File: src/rtl/sram_pkg.sv
`default_nettype none

package sram_pkg;

  typedef enum logic [2:0] {
    IDLE,
    RD_FETCH,
    RD_DATA,
    WR_DATA,
    WR_RESP
  } ctrl_state_t;

  // cs alone reads, cs with we writes under the byte strobes.
  typedef struct packed {
    logic cs;
    logic we;
  } sram_ctl_t;

endpackage

`default_nettype wire

File: src/rtl/sram_ctrl_fsm.sv
`default_nettype none

module sram_ctrl_fsm (
  input  logic                clk,
  input  logic                rstn,
  input  logic                aw_valid,
  input  logic                w_valid,
  input  logic                w_last,
  input  logic                b_ready,
  input  logic                ar_valid,
  input  logic                r_ready,
  input  logic                burst_last,
  output logic                aw_ready,
  output logic                w_ready,
  output logic                b_valid,
  output logic                ar_ready,
  output logic                r_valid,
  output logic                load,
  output logic                step,
  output logic                req_sel,
  output sram_pkg::sram_ctl_t sram_ctl
);

  sram_pkg::ctrl_state_t state;
  sram_pkg::ctrl_state_t next_state;

  always_ff @(posedge clk or negedge rstn) begin
    if (!rstn) begin
      state <= sram_pkg::IDLE;
    end else begin
      state <= next_state;
    end
  end

  always_comb begin
    next_state = state;
    aw_ready   = 1'b0;
    w_ready    = 1'b0;
    b_valid    = 1'b0;
    ar_ready   = 1'b0;
    r_valid    = 1'b0;
    load       = 1'b0;
    step       = 1'b0;
    req_sel    = 1'b0;
    sram_ctl   = '0;

    case (state)
      sram_pkg::IDLE: begin
        aw_ready = 1'b1;
        ar_ready = ~aw_valid;  // a pending write goes first.
        req_sel  = aw_valid;
        if (aw_valid) begin
          load       = 1'b1;
          next_state = sram_pkg::WR_DATA;
        end else if (ar_valid) begin
          load       = 1'b1;
          next_state = sram_pkg::RD_FETCH;
        end
      end

      sram_pkg::RD_FETCH: begin
        // the counter address is settled here, rdata follows next cycle.
        sram_ctl.cs = 1'b1;
        next_state  = sram_pkg::RD_DATA;
      end

      sram_pkg::RD_DATA: begin
        r_valid = 1'b1;
        if (r_ready) begin
          if (burst_last) begin
            next_state = sram_pkg::IDLE;
          end else begin
            step       = 1'b1;
            next_state = sram_pkg::RD_FETCH;
          end
        end
      end

      sram_pkg::WR_DATA: begin
        w_ready = 1'b1;
        if (w_valid) begin
          sram_ctl.cs = 1'b1;
          sram_ctl.we = 1'b1;
          step        = 1'b1;
          if (w_last) begin
            next_state = sram_pkg::WR_RESP;
          end
        end
      end

      sram_pkg::WR_RESP: begin
        b_valid = 1'b1;
        if (b_ready) next_state = sram_pkg::IDLE;
      end

      default: next_state = sram_pkg::IDLE;
    endcase
  end

endmodule

`default_nettype wire

File: config.mk
export PLATFORM = sky130hd
export DESIGN_NAME = sram_ctrl_fsm
export DESIGN_NICKNAME = d
export VERILOG_FILES = /design/src/rtl/sram_pkg.sv /design/src/rtl/sram_ctrl_fsm.sv
export SDC_FILE = /design/constraint.sdc
export NUM_CORES = 1
export LEC_CHECK = 0
export BUFFER_PORTS_ARGS = -buffer_cell sky130_fd_sc_hd__buf_2
export CORE_AREA = 4 4 41 43
export CTS_CLUSTER_DIAMETER = 50
export DETAILED_ROUTE_END_ITERATION = 10
export DIE_AREA = 0 0 45 47
export PLACE_DENSITY = 0.45
export SLEW_MARGIN = 20
export SYNTH_ARGS = -nofsm -noshare
export SYNTH_HDL_FRONTEND = slang
export SYNTH_SLANG_ARGS = --single-unit
File: constraint.sdc
create_clock -name clk -period 3.1 [get_ports clk]
set_input_delay 0.775 -clock clk [delete_from_list [all_inputs] [get_ports clk]]
set_output_delay 0.775 -clock clk [all_outputs]
set_load 0.01 [all_outputs]
==> qor_table.md <==
| Metric | Reported |
|---|---|
| Final core occ | 0.294 |
| Total Nets Final | 59 |
| Sum Neg Setup Slack | 0 ns |
| Clock slew at the register clock pins of the worst setup and hold paths | 0.04 ns |
| Number of nets still failing antenna checks after routing | 0 |
| Number of buffers inserted by post-CTS setup repair | 0 |
| Slew of the pin with the lowest slew margin | 0.386 ns |
| Setup slack of the worst register-to-register path | 1.93 ns |
| Final max-slew violation count | 0 |
| TritonCTS clock tree | built |
| Final clock period utilization by the worst path | 0.684 |
| #FFs+latches synth | 3 |
| Number of unique standard cell types used by synthesis | 21 |
| Port Buffers | 18 |
| Max reg flops | 3 |
| Y dimension of the die | 47 um |
| Global-route congestion overflow total | 0 |
| Clock tree skew after final layout | 0.00200 ns |
| Post-DR vias/cell | 4.39 |
| Number of search-and-repair iterations in the first detailed-routing pass | 1 |
| Power density normalized to cell area | 892 nW/um^2 |
| RSZ-0062 raised after global routing | no |
| Buffer levels on the longest clock path | 2 |
| Die boundary width | 45 um |
| Buffering stage count on the worst path with inverters included | 2 |
| Worst Hold Class | in2async |
| Detailed-placement wirelength estimate | 537 um |
| Number of antenna violations at the first check in global routing | 0 |
| Synth-to-Final Area Change | 45.0% |
| Maximum vdd ir drop | 301 uV |
| Detailed Route Iter0 Violations | 0 |
| Average footprint of a synthesized cell | 9.10 um^2 |
| Req. time, crit path | 2.32 ns |
| Number of diodes | 0 |
| Hold Violations, Final | 0 |
| WHS | 0.326 ns |
| Setup Viol. Count Final | 0 |
| Rows | 13 |
| Max-slew headroom at the worst pin | 0.743 |
| PnR worst setup slack | 0.979 ns |
| CTS Buf Count | 3 |
| Share of final-layout standard cells stronger than drive strength 1 | 0.551 |
| Cell Chain, Critical Path | buf_2, nor3b_2, a21oi_1, nor2_1, buf_2 |
| Pin count of the biggest net entering global routing | 13 |
| Register bank with the most flops | state |
| Max Clk Rate | 472 MHz |
| Syn. warnings | 0 |
| Dpl cells | 60 |
| Summed instance area of the synthesized netlist | 264 um^2 |
| WP data arrival | 1.35 ns |
| Leakage power | 0.205 nW |
| Net count after synthesis | 38 |
| Cell with the biggest individual delay on the critical path | nor3b_2 |
| CTS Root Buffer Type | clkbuf_4 |
| H-tree depth reported by CTS | 1 |
| First-pass GRT wire length | 1040 um |
| Placement-stage worst setup slack | 0.980 ns |
| Synthesized instance count | 29 |
| Skew-Pair Late Insertion Delay | 0.23 ns |
| Crit path launch type | input pin |
| Total via count in the routed design | 281 |
| Avg WL per Cell | 10.7 um |
| GP Congestion | 0.617 |
| CP Capture Type | output port |
| Routed wire length | 685 um |
| # IOs | 19 |
| Run status | finished clean |
| Number of clock sinks | 3 |
| Worst path top cell family by delay | buffers and inverters |
| Post-CTS Hold Fix Bufs | 0 |
| Maximum single-stage delay on the critical path | 0.15 ns |
| Number of standard cells in the final layout excluding fillers | 64 |
| Cell occurring most often along the worst timing path | buf_2 |
| Post-CTS sizing | 0 |
| Time the worst path needs with I/O delays and setup | 2.12 ns |
| Critical path class | in2out |
| Total die area | 2120 um^2 |
| Vias in the first global route | 258 |
| Register area share after synthesis | 0.284 |
| Total routing usage reported by global routing | 0.0737 |
| Crit path max fanout | 2 |
| Standard cell core area | 1300 um^2 |
| Residual DRC count | 0 |
| Registers with the highest flip-flop counts | state x3 |
| Number of max-cap violations | 0 |
| Starting utilization of the core area | 0.203 |
-- metrics by stage --
stage	instance area, um^2	total power, mW
4_1_cts	383	0.348
6_report	383	0.341
2_1_floorplan	264	0.224
3_3_place_gp	357	0.277
3_5_place_dp	357	0.275
5_1_grt	383	0.376
-- Yosys cell counts --
cell type	n	area, um^2
a41oi_1	1	8.76
a21oi_1	3	15.0
nor4_1	1	6.26
and2_4	1	8.76
a32o_2	1	11.3
buf_2	1	5.00
and2_1	1	6.26
o21bai_1	1	7.51
nor2_1	3	11.3
nor3b_1	1	7.51
nand2_1	1	3.75
nor2b_1	1	6.26
nand2b_1	1	6.26
inv_1	1	3.75
dfrtp_1	3	75.1
buf_6	1	11.3
and3_1	1	6.26
nor3b_2	2	25.0
nor3_2	1	10.0
nor2b_4	1	13.8
o21a_1	2	15.0
-- layer usage --
metal / track usage / vias to the layer above / routed length [um]
met3: 0.0307 / 2 / 84
met4: 0.0877 / 0 / 19
met2: 0.0904 / 14 / 288
li1: - / 145 / -
met5: 0 / - / 0
met1: 0.0872 / 120 / 293
-- where the power goes --
part           switching (mW)  internal [mW]  total, mW
Clock                  0.0209         0.0483     0.0692
Sequential             0.0423         0.0539     0.0962
Combinational          0.0815         0.0945      0.176
Total                   0.145          0.197      0.341
-- cell families after synthesis --
family                 Yosys count  synth area share
AO/OA/AOI/OAI                    8             0.218
buffers and inverters            3            0.0758
flip-flops                       3             0.284
AND/OR/NAND/NOR                 15             0.422
-- area by class of cell --
cell class | instances | area, um^2
clock buffer | 4 | 26.3
fill | 159 | 918
inverter | 1 | 3.75
multi-input combinational | 23 | 169
sequential | 3 | 75.1
tap | 15 | 18.8
timing repair buffer | 18 | 90.1
-- final timing paths --
check / start / endpoint / cells past startpoint
hold reg to reg: state[2]$_DFFE_PN0P_ / state[1]$_DFFE_PN0P_ / 2
max in group asynchronous: rstn / state[1]$_DFFE_PN0P_ / 1
hold / removal: rstn / state[2]$_DFFE_PN0P_ / 1
min in group clk: state[2]$_DFFE_PN0P_ / state[1]$_DFFE_PN0P_ / 2
setup reg to reg: state[1]$_DFFE_PN0P_ / state[2]$_DFFE_PN0P_ / 3
setup / recovery: r_ready / step / 5
-- layout by cell type (no fill, tap or decap), drive strengths merged, types with 2 or more instances in the layout --
master and n:
buf 18, clkbuf 4, nor2 3, a21oi 3
dfrtp 3, nor3b 3, o21a 2, and2 2
nor2b 2
No activity file was read; power rests on OpenSTA's default activity.
