File: config.mk
export PLATFORM = sky130hd
export DESIGN_NAME = burst_counter
export DESIGN_NICKNAME = d
export VERILOG_FILES = /design/src/rtl/axi_pkg.sv /design/src/rtl/burst_counter.sv
export VERILOG_INCLUDE_DIRS = /design/src /design/src/include
export SDC_FILE = /design/constraint.sdc
export NUM_CORES = 1
export LEC_CHECK = 0
export BUFFER_PORTS_ARGS = -buffer_cell sky130_fd_sc_hd__buf_2
export CAP_MARGIN = 30
export CORE_ASPECT_RATIO = 1.25
export CORE_UTILIZATION = 43
export CTS_BUF_LIST = sky130_fd_sc_hd__clkbuf_4 sky130_fd_sc_hd__clkbuf_8
export DETAILED_ROUTE_END_ITERATION = 12
export PLACE_DENSITY_LB_ADDON = 0.15
export SYNTH_ARGS = -nofsm -noshare
export SYNTH_HDL_FRONTEND = slang
export SYNTH_SLANG_ARGS = --single-unit
File: constraint.sdc
create_clock -name clk -period 1.9 [get_ports clk]
set_input_delay 0.38 -clock clk [delete_from_list [all_inputs] [get_ports clk]]
set_output_delay 0.38 -clock clk [all_outputs]
set_load 0.005 [all_outputs]
File: src/include/sram_consts.svh
`ifndef SRAM_CONSTS_SVH
`define SRAM_CONSTS_SVH

// word address into the scratch memory, 16 Ki words.
`define SRAM_ADDR_BITS 14
`define SRAM_DEPTH (1 << `SRAM_ADDR_BITS)

`define AXI_ADDR_BITS 16
`define AXI_DATA_BITS 32
`define AXI_STRB_BITS 4
`define AXI_ID_BITS 4
// beats per burst are the len field plus one.
`define AXI_LEN_BITS 4

`endif

File: src/rtl/axi_pkg.sv
`default_nettype none

`include "sram_consts.svh"

package axi_pkg;

  // shared by the aw and ar channels.
  typedef struct packed {
    logic [`AXI_ID_BITS-1:0]   id;
    logic [`AXI_ADDR_BITS-1:0] addr;  // byte address, word aligned.
    logic [`AXI_LEN_BITS-1:0]  len;
  } addr_req_t;

  typedef struct packed {
    logic [`AXI_DATA_BITS-1:0] data;
    logic [`AXI_STRB_BITS-1:0] strb;
    logic                      last;
  } w_beat_t;

  typedef struct packed {
    logic [`AXI_ID_BITS-1:0]   id;
    logic [`AXI_DATA_BITS-1:0] data;
    logic                      last;
  } r_beat_t;

  // the response is always OKAY, so only the id travels.
  typedef struct packed {
    logic [`AXI_ID_BITS-1:0] id;
  } b_resp_t;

endpackage

`default_nettype wire

File: src/rtl/burst_counter.sv
`default_nettype none

`include "sram_consts.svh"

module burst_counter (
  input  logic                       clk,
  input  logic                       rstn,
  input  logic                       load,
  input  logic                       step,
  input  logic                       req_sel,  // high selects the write request.
  input  axi_pkg::addr_req_t         aw_req,
  input  axi_pkg::addr_req_t         ar_req,
  output logic [`SRAM_ADDR_BITS-1:0] addr,
  output logic [`AXI_ID_BITS-1:0]    id,
  output logic                       last
);

  axi_pkg::addr_req_t         req;
  logic [`SRAM_ADDR_BITS-1:0] base;
  logic [`AXI_LEN_BITS-1:0]   len;
  logic [`AXI_LEN_BITS-1:0]   beat;

  assign req = req_sel ? aw_req : ar_req;

  always_ff @(posedge clk or negedge rstn) begin
    if (!rstn) begin
      len  <= '0;
      beat <= '0;
    end else if (load) begin
      len  <= req.len;
      beat <= '0;
    end else if (step) begin
      beat <= beat + 1'b1;
    end
  end

  always_ff @(posedge clk) begin
    if (load) begin
      base <= req.addr[`AXI_ADDR_BITS-1:2];  // drop the byte offset.
      id   <= req.id;
    end
  end

  // the sum wraps at the top of the memory.
  assign addr = base + `SRAM_ADDR_BITS'(beat);
  assign last = (beat == len);

endmodule

`default_nettype wire

==> results of run 1 <==
## cells in the final DEF (no fill, tap or decap), types with 2 or more instances in the layout
cell type                   n
sky130_fd_sc_hd__ha_1       2
sky130_fd_sc_hd__clkbuf_8   3
sky130_fd_sc_hd__buf_6      6
sky130_fd_sc_hd__nor2_1     8
sky130_fd_sc_hd__a211oi_2   3
sky130_fd_sc_hd__xor2_1    14
sky130_fd_sc_hd__inv_1      4
sky130_fd_sc_hd__mux2_1     6
sky130_fd_sc_hd__mux2_2    12
sky130_fd_sc_hd__a21oi_1    4
sky130_fd_sc_hd__dfrtp_1    7
sky130_fd_sc_hd__a21oi_2    2
sky130_fd_sc_hd__ha_4       3
sky130_fd_sc_hd__xnor2_1    3
sky130_fd_sc_hd__xnor2_2    2
sky130_fd_sc_hd__buf_2     66
sky130_fd_sc_hd__inv_2      2
sky130_fd_sc_hd__mux2i_1    5
sky130_fd_sc_hd__buf_4     10
sky130_fd_sc_hd__nand2_1    4
sky130_fd_sc_hd__edfxtp_1  18
## synth_stat cells, types with 2 or more instances
cell	n	area share
sky130_fd_sc_hd__edfxtp_1	18	0.36
sky130_fd_sc_hd__xor2_1	14	0.082
sky130_fd_sc_hd__mux2_2	12	0.090
sky130_fd_sc_hd__nor2_1	9	0.023
sky130_fd_sc_hd__dfrtp_1	8	0.13
sky130_fd_sc_hd__a21oi_1	6	0.020
sky130_fd_sc_hd__inv_1	6	0.015
sky130_fd_sc_hd__mux2_1	6	0.045
sky130_fd_sc_hd__ha_1	5	0.042
sky130_fd_sc_hd__mux2i_1	5	0.033
sky130_fd_sc_hd__xnor2_1	5	0.029
sky130_fd_sc_hd__nand2_1	4	0.010
sky130_fd_sc_hd__a211oi_1	3	0.015
sky130_fd_sc_hd__buf_2	2	0.0067
sky130_fd_sc_hd__o21ai_1	2	0.0067
## worst max-delay path, delay by kind of cell, from the launching register on
kind            cells  cell delay [ns]
compound gates      2             0.30
xor+xnor            1             0.15
buf+inv             2             0.16
fa+ha+maj           2             0.52
flops               1             0.40
simple gates        1             0.14
## state kept, by name, summed over array words and instances (netlist names)
name  flops
base     14
len       4
id        4
beat      4
## how the worst max path moves through the flow
stage               cells past startpoint       end  slack (ns)                start
floorplan                               7  addr[10]       -0.09  beat[0]$_DFFE_PN0P_
global placement                        8  addr[12]       -0.12    base[0]$_DFFE_PP_
detailed placement                      8  addr[12]       -0.16  beat[0]$_DFFE_PN0P_
CTS                                     8  addr[12]       -0.45  beat[0]$_DFFE_PN0P_
global route                            8  addr[12]       -0.53  beat[0]$_DFFE_PN0P_
finish                                  8  addr[12]       -0.42  beat[0]$_DFFE_PN0P_
## cells by family (layout without fill, tap and decap cells)
logic type / Yosys count / in the layout / synth area share
muxes: 23 / 23 / 0.168
and+or+nand+nor: 23 / 23 / 0.0901
xor gates and xnor gates: 19 / 19 / 0.111
adders and majority gates: 6 / 6 / 0.0550
AOI/OAI and AO/OA: 14 / 14 / 0.0576
buffers and inverters: 9 / 93 / 0.0242
DFF: 26 / 26 / 0.494
## power breakdown
group | switching [µW] | total (µW) | internal, µW | leakage [µW]
logic | 144 | 347 | 203 | 0.000713
clock network | 163 | 444 | 281 | 0.0000357
registers | 36.6 | 702 | 665 | 0.000274
total | 343 | 1490 | 1150 | 0.00102
## final cells by class
class	instances	area share
flip-flops and latches	26	0.337
inverters	6	0.0102
well taps	37	0.0210
repair buffers	83	0.220
multi-input cells	85	0.379
clock buffers	3	0.0188
clock inverters	1	0.0137
## what timing repair did
action	4_1_cts	5_1_grt
endpoints found under the setup margin	13	14
pin swaps	17	8
resized for setup	10	13
hold endpoints to repair	8	0
hold buffers	1	0
buffers inserted	5	2
## per-stage QoR
| stage | hold slack (ns) | power [µW] | setup slack (ns) | instances |
|---|---|---|---|---|
| after detailed placement | 0.234 | 995 | -0.163 | 231 |
| final | 0.401 | 1490 | -0.419 | 241 |
| after global placement | 0.230 | 983 | -0.123 | 231 |
| after CTS | 0.392 | 1470 | -0.452 | 241 |
| after global routing | 0.385 | 1570 | -0.525 | 241 |
| after floorplan | 0.0844 | 848 | -0.0876 | 120 |
## routing by layer
| layer | vias up | global-route usage | share of wire |
|---|---|---|---|
| met4 | 0 | 0.0673 | 0.019 |
| met1 | 551 | 0.188 | 0.38 |
| met5 | - | 0 | 0 |
| li1 | 596 | - | - |
| met2 | 48 | 0.366 | 0.56 |
| met3 | 8 | 0.0222 | 0.046 |
==> impl_summary.log, run 1 <==
[metrics] EDFF count, synth: 18
[metrics] Worst Tran Pin Value: 0.581 ns
[metrics] Gate Count Post-Synth: 120
[metrics] setup repair after global routing missed its margin: yes
[metrics] number of search-and-repair iterations in the first detailed-routing pass: 3
[metrics] Total Die Area: around 3700 µm²
[metrics] start-to-end type of the worst setup path: reg -> out
[metrics] delay contributed by the slowest stage of the critical path: 0.40 ns
[metrics] port bufs: 67
[metrics] register clock-pin slew on the reported worst setup and hold paths: 0.09 ns
[metrics] distinct cell type count of the synthesized netlist: 30
[metrics] HPWL reported at the end of detailed placement: ~2.4 mm
[metrics] final WL: 3.27 mm
[metrics] critical path endpoint category: output pin
[metrics] Iter 0 DRT Violations: 18
[metrics] Rows: 23
[metrics] cells traversed along the worst timing path: ha_4 -> inv_2 -> fa_2 -> nor2b_4 -> o21ai_4 -> a211oi_2 -> xor2_1 -> buf_2
[metrics] global-route wire length before repair: between 4 and 5 mm
[metrics] status: complete, but fails checks
[metrics] logic depth of the worst register-to-register path: 5
[metrics] area growth from synthesis to layout: 46.6%
[metrics] total negative slack: -4.17 ns
[metrics] count of boundary I/O pins: 72
[metrics] maximum number of pins on one net before global-route repair: 31
[metrics] Worst Min Path Start: ar_req[20]
[metrics] Synth async-reset ratio: 0.308
[metrics] max_slew headroom: 0.613
[metrics] dominant synthesized flop cell: sky130_fd_sc_hd__edfxtp_1
[metrics] Max VDD drop: 0.534 mV
[metrics] standard cell with the maximum stage delay on the critical path: sky130_fd_sc_hd__dfrtp_1
[metrics] total setup violations reported at the end of the flow: 13
[metrics] final standard cell utilization of the core: 0.670
[metrics] share of layout cells above drive strength 1: 0.593
[metrics] clock sink count: 26
[metrics] worst flop-to-flop path startpoint: beat[0]$_DFFE_PN0P_
[metrics] fin area: 2200 µm²
[metrics] clock latency at the later pin of the worst-skew pair: 0.26 ns
[metrics] Arr. time, crit path: 1.94 ns
[metrics] H-tree level count: 1
[metrics] die extent in x: 54.8 µm
[metrics] period utilization: 1.22
[metrics] Hold Path Stages: 2
[metrics] initial antenna violation count: 0
[metrics] Yosys warning count: 0
[metrics] final worst setup slack: -0.419 ns
[metrics] area of the core: 3280 µm²
[metrics] portion of the post-synthesis area used by sequential elements: 0.494
[metrics] total standard cell area after synthesis: 1500 µm²
[metrics] capture point of the worst reg-to-reg path: beat[1]$_DFFE_PN0P_
[metrics] DIE HEIGHT: 68.0 µm
[metrics] reg-to-reg slack, setup: ~0.6 ns
[metrics] minimum clock period after layout: 2.32 ns
[metrics] via count of the first global-routing pass: 1233
[metrics] total clock buffers created by CTS: 3
[metrics] global-route congestion overflow total: 0
[metrics] remaining design rule violation count: 0
[metrics] Layout Nets: around 260
[metrics] Fmax achieved: 431 MHz
[metrics] detail-routed net length per standard cell: approximately 14 µm
[metrics] clock tree from TritonCTS: done
[metrics] Worst Setup Start Kind: register
[metrics] required arrival time at the worst endpoint: 1.52 ns
[metrics] effective utilization at floorplan: 0.457
[metrics] hold endpoint: id[0]$_DFFE_PP_
[metrics] diode insertion count for antenna repair: 0
[metrics] setup clock skew after layout: 0.000690 ns
[metrics] average instance area after synthesis: 12.5 µm²
[metrics] vias after detailed routing: 1203
[metrics] ratio of total power to cell area: roughly 680 nW/µm²
[metrics] nets in the synthesized netlist: between 150 and 200
[metrics] post-detailed-placement cell area: ~2000 µm²
[metrics] GP Congestion: 0.747
[metrics] maximum clock path buffer count: 2
[metrics] average via count per standard cell: 4.99
[metrics] Total Routing Usage GR: 0.185
[metrics] number of storage elements in the synthesis netlist: 26
[metrics] Max FO, Critical Path: 5
[metrics] count of antenna-violating nets left after detailed routing: 0
[metrics] MaxCap Viol Count: 0
[metrics] Filler Cells Inserted: 251
[metrics] number of max-slew violations in the final report: 0
[metrics] multi-input logic area: 835 µm²
[metrics] Hold Violations, Final: 0
[metrics] Pleak: between 0.001 and 0.0015 µW
[metrics] buffer cell driving the clock tree root: sky130_fd_sc_hd__clkbuf_8
[metrics] area used by sequential logic in the layout: 742 µm²
[metrics] failing checks: negative setup slack
[metrics] hold crit path type: in -> reg
Power figures use the tool's default switching activity.
==> run 2, diff against run 1 <==
CELL_PAD_IN_SITES_DETAIL_PLACEMENT = 1   (was unset)
CELL_PAD_IN_SITES_GLOBAL_PLACEMENT = 1   (was unset)
CORE_ASPECT_RATIO = 0.8   (was 1.25)
CORE_UTILIZATION = 32   (was 43)
==> impl_summary.log, run 2 (same netlist as run 1, synthesis figures left out) <==
[metrics] most flop-heavy register: base
[metrics] Worst Tran Pin Value: 0.641 ns (+0.0602 ns)
[metrics] DIE HEIGHT: 63.2 µm (-7.1%)
[metrics] count of antenna-violating nets left after detailed routing: 0 (unchanged)
[metrics] detail-routed net length per standard cell: 14.2 µm (+5.1%)
[metrics] hold crit path type: in -> reg
[metrics] H-tree level count: 1 (unchanged)
[metrics] total setup violations reported at the end of the flow: 13 (unchanged)
[metrics] final non-filler cell total: 257 (+6.6%)
[metrics] effective utilization at floorplan: 0.346 (-0.111)
[metrics] Worst Setup Start Kind: register
[metrics] area used by sequential logic in the layout: 741 µm² (-0.17%)
[metrics] start-to-end type of the worst setup path: reg -> out
[metrics] total clock buffers created by CTS: 3 (unchanged)
[metrics] delay contributed by the slowest stage of the critical path: 0.36 ns (-0.04 ns)
[metrics] critical path endpoint category: output pin
[metrics] final standard cell utilization of the core: 0.494 (-0.176)
[metrics] clock latency at the later pin of the worst-skew pair: 0.26 ns (about the same)
[metrics] maximum number of pins on one net before global-route repair: 31 (unchanged)
[metrics] worst flop-to-flop path startpoint: beat[1]$_DFFE_PN0P_
[metrics] global-route congestion overflow total: 0 (unchanged)
[metrics] clock sink count: 26 (unchanged)
[metrics] HPWL reported at the end of detailed placement: 2.91 mm (+20%)
[metrics] Max VDD drop: 0.489 mV (-8.3%)
[metrics] multi-input logic area: 832 µm² (-0.30%)
[metrics] minimum clock period after layout: 2.34 ns (+0.0182 ns)
[metrics] Filler Cells Inserted: 480 (+91%)
[metrics] initial antenna violation count: 0 (unchanged)
[metrics] port bufs: 67 (unchanged)
[metrics] total power: 1340 µW (-10%)
[metrics] Hold Violations, Final: 0 (unchanged)
[metrics] share of layout cells above drive strength 1: 0.575 (-0.0181)
[metrics] via count of the first global-routing pass: 1312 (+6.4%)
[metrics] number of max-slew violations in the final report: 0 (unchanged)
[metrics] Max FO, Critical Path: 5 (unchanged)
[metrics] final WL: 3.66 mm (+12%)
[metrics] family of cells with the greatest summed delay on the critical path: adder cells
[metrics] vias after detailed routing: 1195 (-0.67%)
[metrics] post-detailed-placement cell area: 1990 µm² (+1.3%)
[metrics] maximum clock path buffer count: 2 (unchanged)
[metrics] area of the core: 4340 µm² (+32%)
[metrics] final worst setup slack: -0.437 ns (-0.0182 ns)
[metrics] Total Die Area: 4970 µm² (+33%)
[metrics] number of placed instances with taps included: 251 (+8.7%)
[metrics] max_slew headroom: 0.573 (-0.0401)
[metrics] global-route wire length before repair: 6.05 mm (+23%)
[metrics] Rows: 21 (-8.7%)
[metrics] commonest non-fill, non-tap cell in the layout: sky130_fd_sc_hd__buf_2
[metrics] failing checks: negative setup slack
[metrics] Layout Nets: 260 (-1.5%)
[metrics] Pleak: 0.000975 µW (-4.6%)
[metrics] ratio of total power to cell area: 625 nW/µm² (-7.9%)
[metrics] status: complete, but fails checks
[metrics] capture point of the worst reg-to-reg path: beat[1]$_DFFE_PN0P_
[metrics] clock tree from TritonCTS: done
[metrics] Iter 0 DRT Violations: 31 (+13)
[metrics] Total Routing Usage GR: 0.158 (-0.0276)
[metrics] die extent in x: 78.6 µm (+43%)
[metrics] remaining design rule violation count: 0 (unchanged)
[metrics] required arrival time at the worst endpoint: 1.52 ns (about the same)
[metrics] average via count per standard cell: 4.65 (-6.8%)
[metrics] reg-to-reg slack, setup: 0.70 ns (+0.09 ns)
[metrics] MaxCap Viol Count: 0 (unchanged)
[metrics] max reg flops: 14 (unchanged)
[metrics] period utilization: 1.23 (+0.00956)
[metrics] GP Congestion: 0.731 (-2.2%)
[metrics] launch point of the worst path: beat[0]$_DFFE_PN0P_
[metrics] setup repair after global routing missed its margin: yes
[metrics] Crit path buffers/inverters: 2 (unchanged)
[metrics] cells traversed along the worst timing path: ha_2 -> inv_2 -> fa_2 -> nor2b_4 -> o21ai_4 -> a211oi_2 -> xor2_1 -> buf_2
[metrics] Crit. path cell count: 8 (unchanged)
[metrics] setup clock skew after layout: 0.000433 ns (-0.000256 ns)
[metrics] buffer cell driving the clock tree root: sky130_fd_sc_hd__clkbuf_8
[metrics] diode insertion count for antenna repair: 0 (unchanged)
[metrics] number of search-and-repair iterations in the first detailed-routing pass: 4 (+1)
[metrics] count of boundary I/O pins: 72 (unchanged)
[metrics] area growth from synthesis to layout: 42.9%
[metrics] pre-CTS worst setup slack: -0.198 ns (-0.0345 ns)
[metrics] register clock-pin slew on the reported worst setup and hold paths: 0.09 ns (about the same)
[metrics] Fmax achieved: 428 MHz (-0.78%)
[metrics] commonest cells after routing, fill and taps aside: sky130_fd_sc_hd__buf_2 (67), sky130_fd_sc_hd__edfxtp_1 (18), sky130_fd_sc_hd__xor2_1 (14)
[metrics] fin area: 2140 µm² (-2.6%)
[metrics] logic depth of the worst register-to-register path: 4 (-1)
[metrics] Arr. time, crit path: 1.96 ns (+0.02 ns)
[metrics] critical path capture point: addr[12]
[metrics] standard cell with the maximum stage delay on the critical path: sky130_fd_sc_hd__dfrtp_1
[run 2: cell types whose count changed in the layout (fill, tap and decap cells not counted), sizes merged]
cell | previous run | this run
buf | 82 | 78
bufinv | 1 | 0
clkinv | 0 | 1
[run 2: worst reg2reg max path, delay by kind of cell, from the launching register on]
family / cells / cell delay, ns
adder cells (fa/ha/maj): 1 / 0.26
buffers and inverters: 1 / 0.17
flip-flops: 1 / 0.43
multiplexers: 1 / 0.14
AND/OR/NAND/NOR: 1 / 0.05
[run 2: power by group]
part,switching (µW),internal (µW),total (µW)
Combinational,145,181,326
Clock,169,145,314
Sequential,34.9,665,700
Total,349,991,1340
[run 2: timing repair]
| item | CTS | global route |
|---|---|---|
| pin swaps | 14 | 9 |
| setup buffers | 1 | 2 |
| hold buffers | 1 | 0 |
| endpoints found under the setup margin | 13 | 14 |
| endpoints found under the hold margin | 8 | 0 |
| gates resized for setup | 9 | 7 |
[run 2: cell type report]
class,instances,share of cell area
clock buffer,3,0.0193
clock inverter,1,0.00175
inverter,6,0.0105
multi-input combinational,85,0.388
sequential,26,0.346
tap,57,0.0333
timing repair buffer,79,0.201
[run 2: layer usage]
| layer | routed length [µm] | track usage | vias up | part of all wire |
|---|---|---|---|---|
| met2 | 1890 | 0.279 | 41 | 0.52 |
| met5 | 0 | 0 | - | 0 |
| met4 | 19 | 0.0278 | 0 | 0.0052 |
| li1 | - | - | 587 | - |
| met3 | 213 | 0.0406 | 2 | 0.058 |
| met1 | 1540 | 0.194 | 565 | 0.42 |
[run 2: how the worst min path moves through the flow]
stage | endpoint | slack, ns | depth (start not counted) | startpoint
floorplan | beat[0]$_DFFE_PN0P_ | 0.08 | 0 | rstn
CTS | id[0]$_DFFE_PP_ | 0.38 | 2 | ar_req[20]
detailed placement | beat[0]$_DFFE_PN0P_ | 0.24 | 1 | rstn
global route | id[2]$_DFFE_PP_ | 0.39 | 2 | ar_req[22]
finish | id[0]$_DFFE_PP_ | 0.39 | 2 | ar_req[20]
global placement | beat[0]$_DFFE_PN0P_ | 0.24 | 1 | rstn
[run 2: per-stage QoR]
stage	TNS (ns)	hold slack [ns]
after CTS	-4.12	0.378
after detailed placement	-1.39	0.243
after global routing	-5.03	0.387
final	-3.68	0.386
after floorplan	-0.292	0.0844
after global placement	-0.839	0.236
==> run 3, diff against run 2 <==
PLACE_DENSITY_LB_ADDON = 0.12   (was 0.15)
==> impl_summary.log, run 3 (same netlist as run 1, synthesis figures left out) <==
[metrics] status: complete, but fails checks
[metrics] failing checks: negative setup slack
[metrics] GP Congestion: 0.704 (-3.7%)
[metrics] Combinational Power Share: 0.235 (-0.008)
[metrics] global-route congestion overflow total: 0 (unchanged)
[metrics] Layout Nets: 262 (+0.77%)
[metrics] buffer cell driving the clock tree root: sky130_fd_sc_hd__clkbuf_8
[metrics] ratio of total power to cell area: 639 nW/µm² (+2.1%)
[metrics] initial antenna violation count: 0 (unchanged)
[metrics] period utilization: 1.25 (+0.0245)
[metrics] HPWL reported at the end of detailed placement: 2.81 mm (-3.5%)
[metrics] Total Routing Usage GR: 0.158 (-0.000163)
[metrics] Switching Fraction: 0.250 (-0.0100)
[metrics] Rows: 21 (unchanged)
[metrics] required arrival time at the worst endpoint: 1.52 ns (about the same)
[metrics] via count of the first global-routing pass: 1309 (-0.23%)
[metrics] setup repair after global routing missed its margin: yes
[metrics] total clock buffers created by CTS: 3 (unchanged)
[metrics] area growth from synthesis to layout: 43.5%
[metrics] area used by sequential logic in the layout: 741 µm² (unchanged)
[metrics] final non-filler cell total: 259 (+0.78%)
[metrics] Total Die Area: 4970 µm² (unchanged)
[metrics] critical path endpoint category: output pin
[metrics] standard cell with the maximum stage delay on the critical path: sky130_fd_sc_hd__dfrtp_1
[metrics] part of the power in the clock network: 0.257 (+0.023)
[metrics] total power: 1370 µW (+2.6%)
[metrics] final standard cell utilization of the core: 0.496 (+0.00202)
[metrics] max reg flops: 14 (unchanged)
[metrics] family of cells with the greatest summed delay on the critical path: adder cells
[metrics] commonest cells after routing, fill and taps aside: sky130_fd_sc_hd__buf_2 (67), sky130_fd_sc_hd__edfxtp_1 (18), sky130_fd_sc_hd__xor2_1 (14)
[metrics] vias after detailed routing: 1238 (+3.6%)
[metrics] setup clock skew after layout: 0.000363 ns (-0.0000704 ns)
[metrics] Int Pwr: 1030 µW (+4.0%)
[metrics] total setup violations reported at the end of the flow: 13 (unchanged)
[metrics] register clock-pin slew on the reported worst setup and hold paths: 0.09 ns (about the same)
[metrics] area of the core: 4340 µm² (unchanged)
[metrics] count of boundary I/O pins: 72 (unchanged)
[metrics] Crit path buffers/inverters: 2 (unchanged)
[metrics] DIE HEIGHT: 63.2 µm (unchanged)
[metrics] share of layout cells above drive strength 1: 0.579 (+0.00421)
[metrics] Worst Tran Pin Value: 0.611 ns (-0.0294 ns)
[metrics] Fmax achieved: 420 MHz (-2.0%)
[metrics] port bufs: 67 (unchanged)
[metrics] hold crit path type: in -> reg
[metrics] effective utilization at floorplan: 0.346 (unchanged)
[metrics] Arr. time, crit path: 2.00 ns (+0.04 ns)
[metrics] start-to-end type of the worst setup path: reg -> out
[metrics] MaxCap Viol Count: 0 (unchanged)
[metrics] Worst Setup Start Kind: register
[metrics] net switching power: 344 µW (-1.4%)
[metrics] maximum clock path buffer count: 2 (unchanged)
[metrics] diode insertion count for antenna repair: 0 (unchanged)
[metrics] minimum clock period after layout: 2.38 ns (+0.0465 ns)
[metrics] maximum number of pins on one net before global-route repair: 31 (unchanged)
[metrics] Hold Violations, Final: 0 (unchanged)
[metrics] Max FO, Critical Path: 5 (unchanged)
[metrics] Filler Cells Inserted: 515 (+7.3%)
[metrics] H-tree level count: 1 (unchanged)
[metrics] Iter 0 DRT Violations: 28 (-9.7%)
[metrics] average via count per standard cell: 4.78 (+2.8%)
[metrics] delay contributed by the slowest stage of the critical path: 0.36 ns (about the same)
[metrics] count of antenna-violating nets left after detailed routing: 0 (unchanged)
[metrics] final WL: 3.56 mm (-2.8%)
[metrics] register share of total power: 0.508 (-0.014)
[metrics] worst hold margin: 0.396 ns (+0.0100 ns)
[metrics] max_slew headroom: 0.592 (+0.0196)
[metrics] multi-input logic area: 816 µm² (-2.0%)
[metrics] clock tree from TritonCTS: done
[metrics] Pleak: 0.00100 µW (+2.5%)
[metrics] global-route wire length before repair: 6.04 mm (-0.23%)
[metrics] remaining design rule violation count: 0 (unchanged)
[metrics] number of search-and-repair iterations in the first detailed-routing pass: 3 (-1)
[metrics] detail-routed net length per standard cell: 13.7 µm (-3.5%)
[metrics] number of max-slew violations in the final report: 0 (unchanged)
[metrics] die extent in x: 78.6 µm (unchanged)
[metrics] Max VDD drop: 0.459 mV (-6.3%)
[metrics] most flop-heavy register: base
[metrics] clock sink count: 26 (unchanged)
[metrics] cells traversed along the worst timing path: ha_2 -> inv_2 -> fa_2 -> nor2b_4 -> o21ai_4 -> a211oi_2 -> xor2_1 -> buf_2
[metrics] number of placed instances with taps included: 252 (+0.40%)
[metrics] final worst setup slack: -0.483 ns (-0.0465 ns)
[metrics] commonest non-fill, non-tap cell in the layout: sky130_fd_sc_hd__buf_2
[metrics] clock latency at the later pin of the worst-skew pair: 0.27 ns (about the same)
run 3: cell count changes in the layout (fill, tap and decap cells not counted), sizes merged:
cell,delta
buf,+2
clkbuf,+1
clkinv,-1
run 3: what timing repair did:
| action | 4_1_cts | 5_1_grt |
|---|---|---|
| endpoints found under the hold margin | 8 | 0 |
| setup buffers | 3 | 1 |
| pin swaps | 11 | 5 |
| setup endpoints to repair | 13 | 14 |
| hold buffers | 1 | 0 |
| gates resized for setup | 12 | 2 |
run 3: stage by stage:
| stage | worst slack, ns | area, µm² | setup TNS [ns] |
|---|---|---|---|
| 6_report | -0.483 | 2150 | -4.30 |
| 4_1_cts | -0.511 | 2150 | -4.50 |
| 2_1_floorplan | -0.0876 | 1520 | -0.292 |
| 3_5_place_dp | -0.242 | 1990 | -1.36 |
| 3_3_place_gp | -0.183 | 1990 | -0.927 |
| 5_1_grt | -0.614 | 2150 | -5.65 |
run 3: layout make-up:
class                      count  area share
multi-input combinational     85       0.379
inverter                       6      0.0105
timing repair buffer          81       0.208
sequential                    26       0.344
clock buffer                   4      0.0256
tap                           57      0.0331
run 3: worst register-to-register path, delay by kind of cell (launching register included):
kind / cells / cell delay, ns
xor+xnor: 1 / 0.15
buf+inv: 1 / 0.16
flops: 1 / 0.41
fa+ha+maj: 1 / 0.17
simple gates: 2 / 0.13
run 3: path summary, 6_finish.rpt:
path / start / endpoint / slack, ns / cells after the start
max in group asynchronous: rstn / len[0]$_DFFE_PN0P_ / 1.25 / 2
min in group asynchronous: rstn / beat[1]$_DFFE_PN0P_ / 0.48 / 2
worst min-delay path: ar_req[17] / base[11]$_DFFE_PP_ / 0.40 / 2
worst min register to register: len[2]$_DFFE_PN0P_ / len[2]$_DFFE_PN0P_ / 0.56 / 2
worst max register to register: beat[1]$_DFFE_PN0P_ / beat[2]$_DFFE_PN0P_ / 0.74 / 5
worst max-delay path: beat[0]$_DFFE_PN0P_ / addr[12] / -0.48 / 8
run 3: layer usage:
metal  vias up  global-route usage  share of wire
met1       604               0.199           0.43
met3         2              0.0333          0.050
li1        593                   -              -
met5         -                   0              0
met4         0              0.0278         0.0053
met2        39               0.278           0.51
run 3: power by group through the flow:
stage	sequential, µW	clock [µW]	combinational (µW)
after floorplan	705	0	143
after global placement	706	0	284
after detailed placement	709	0	298
after CTS	700	367	326
after global routing	706	385	359
final	698	353	323
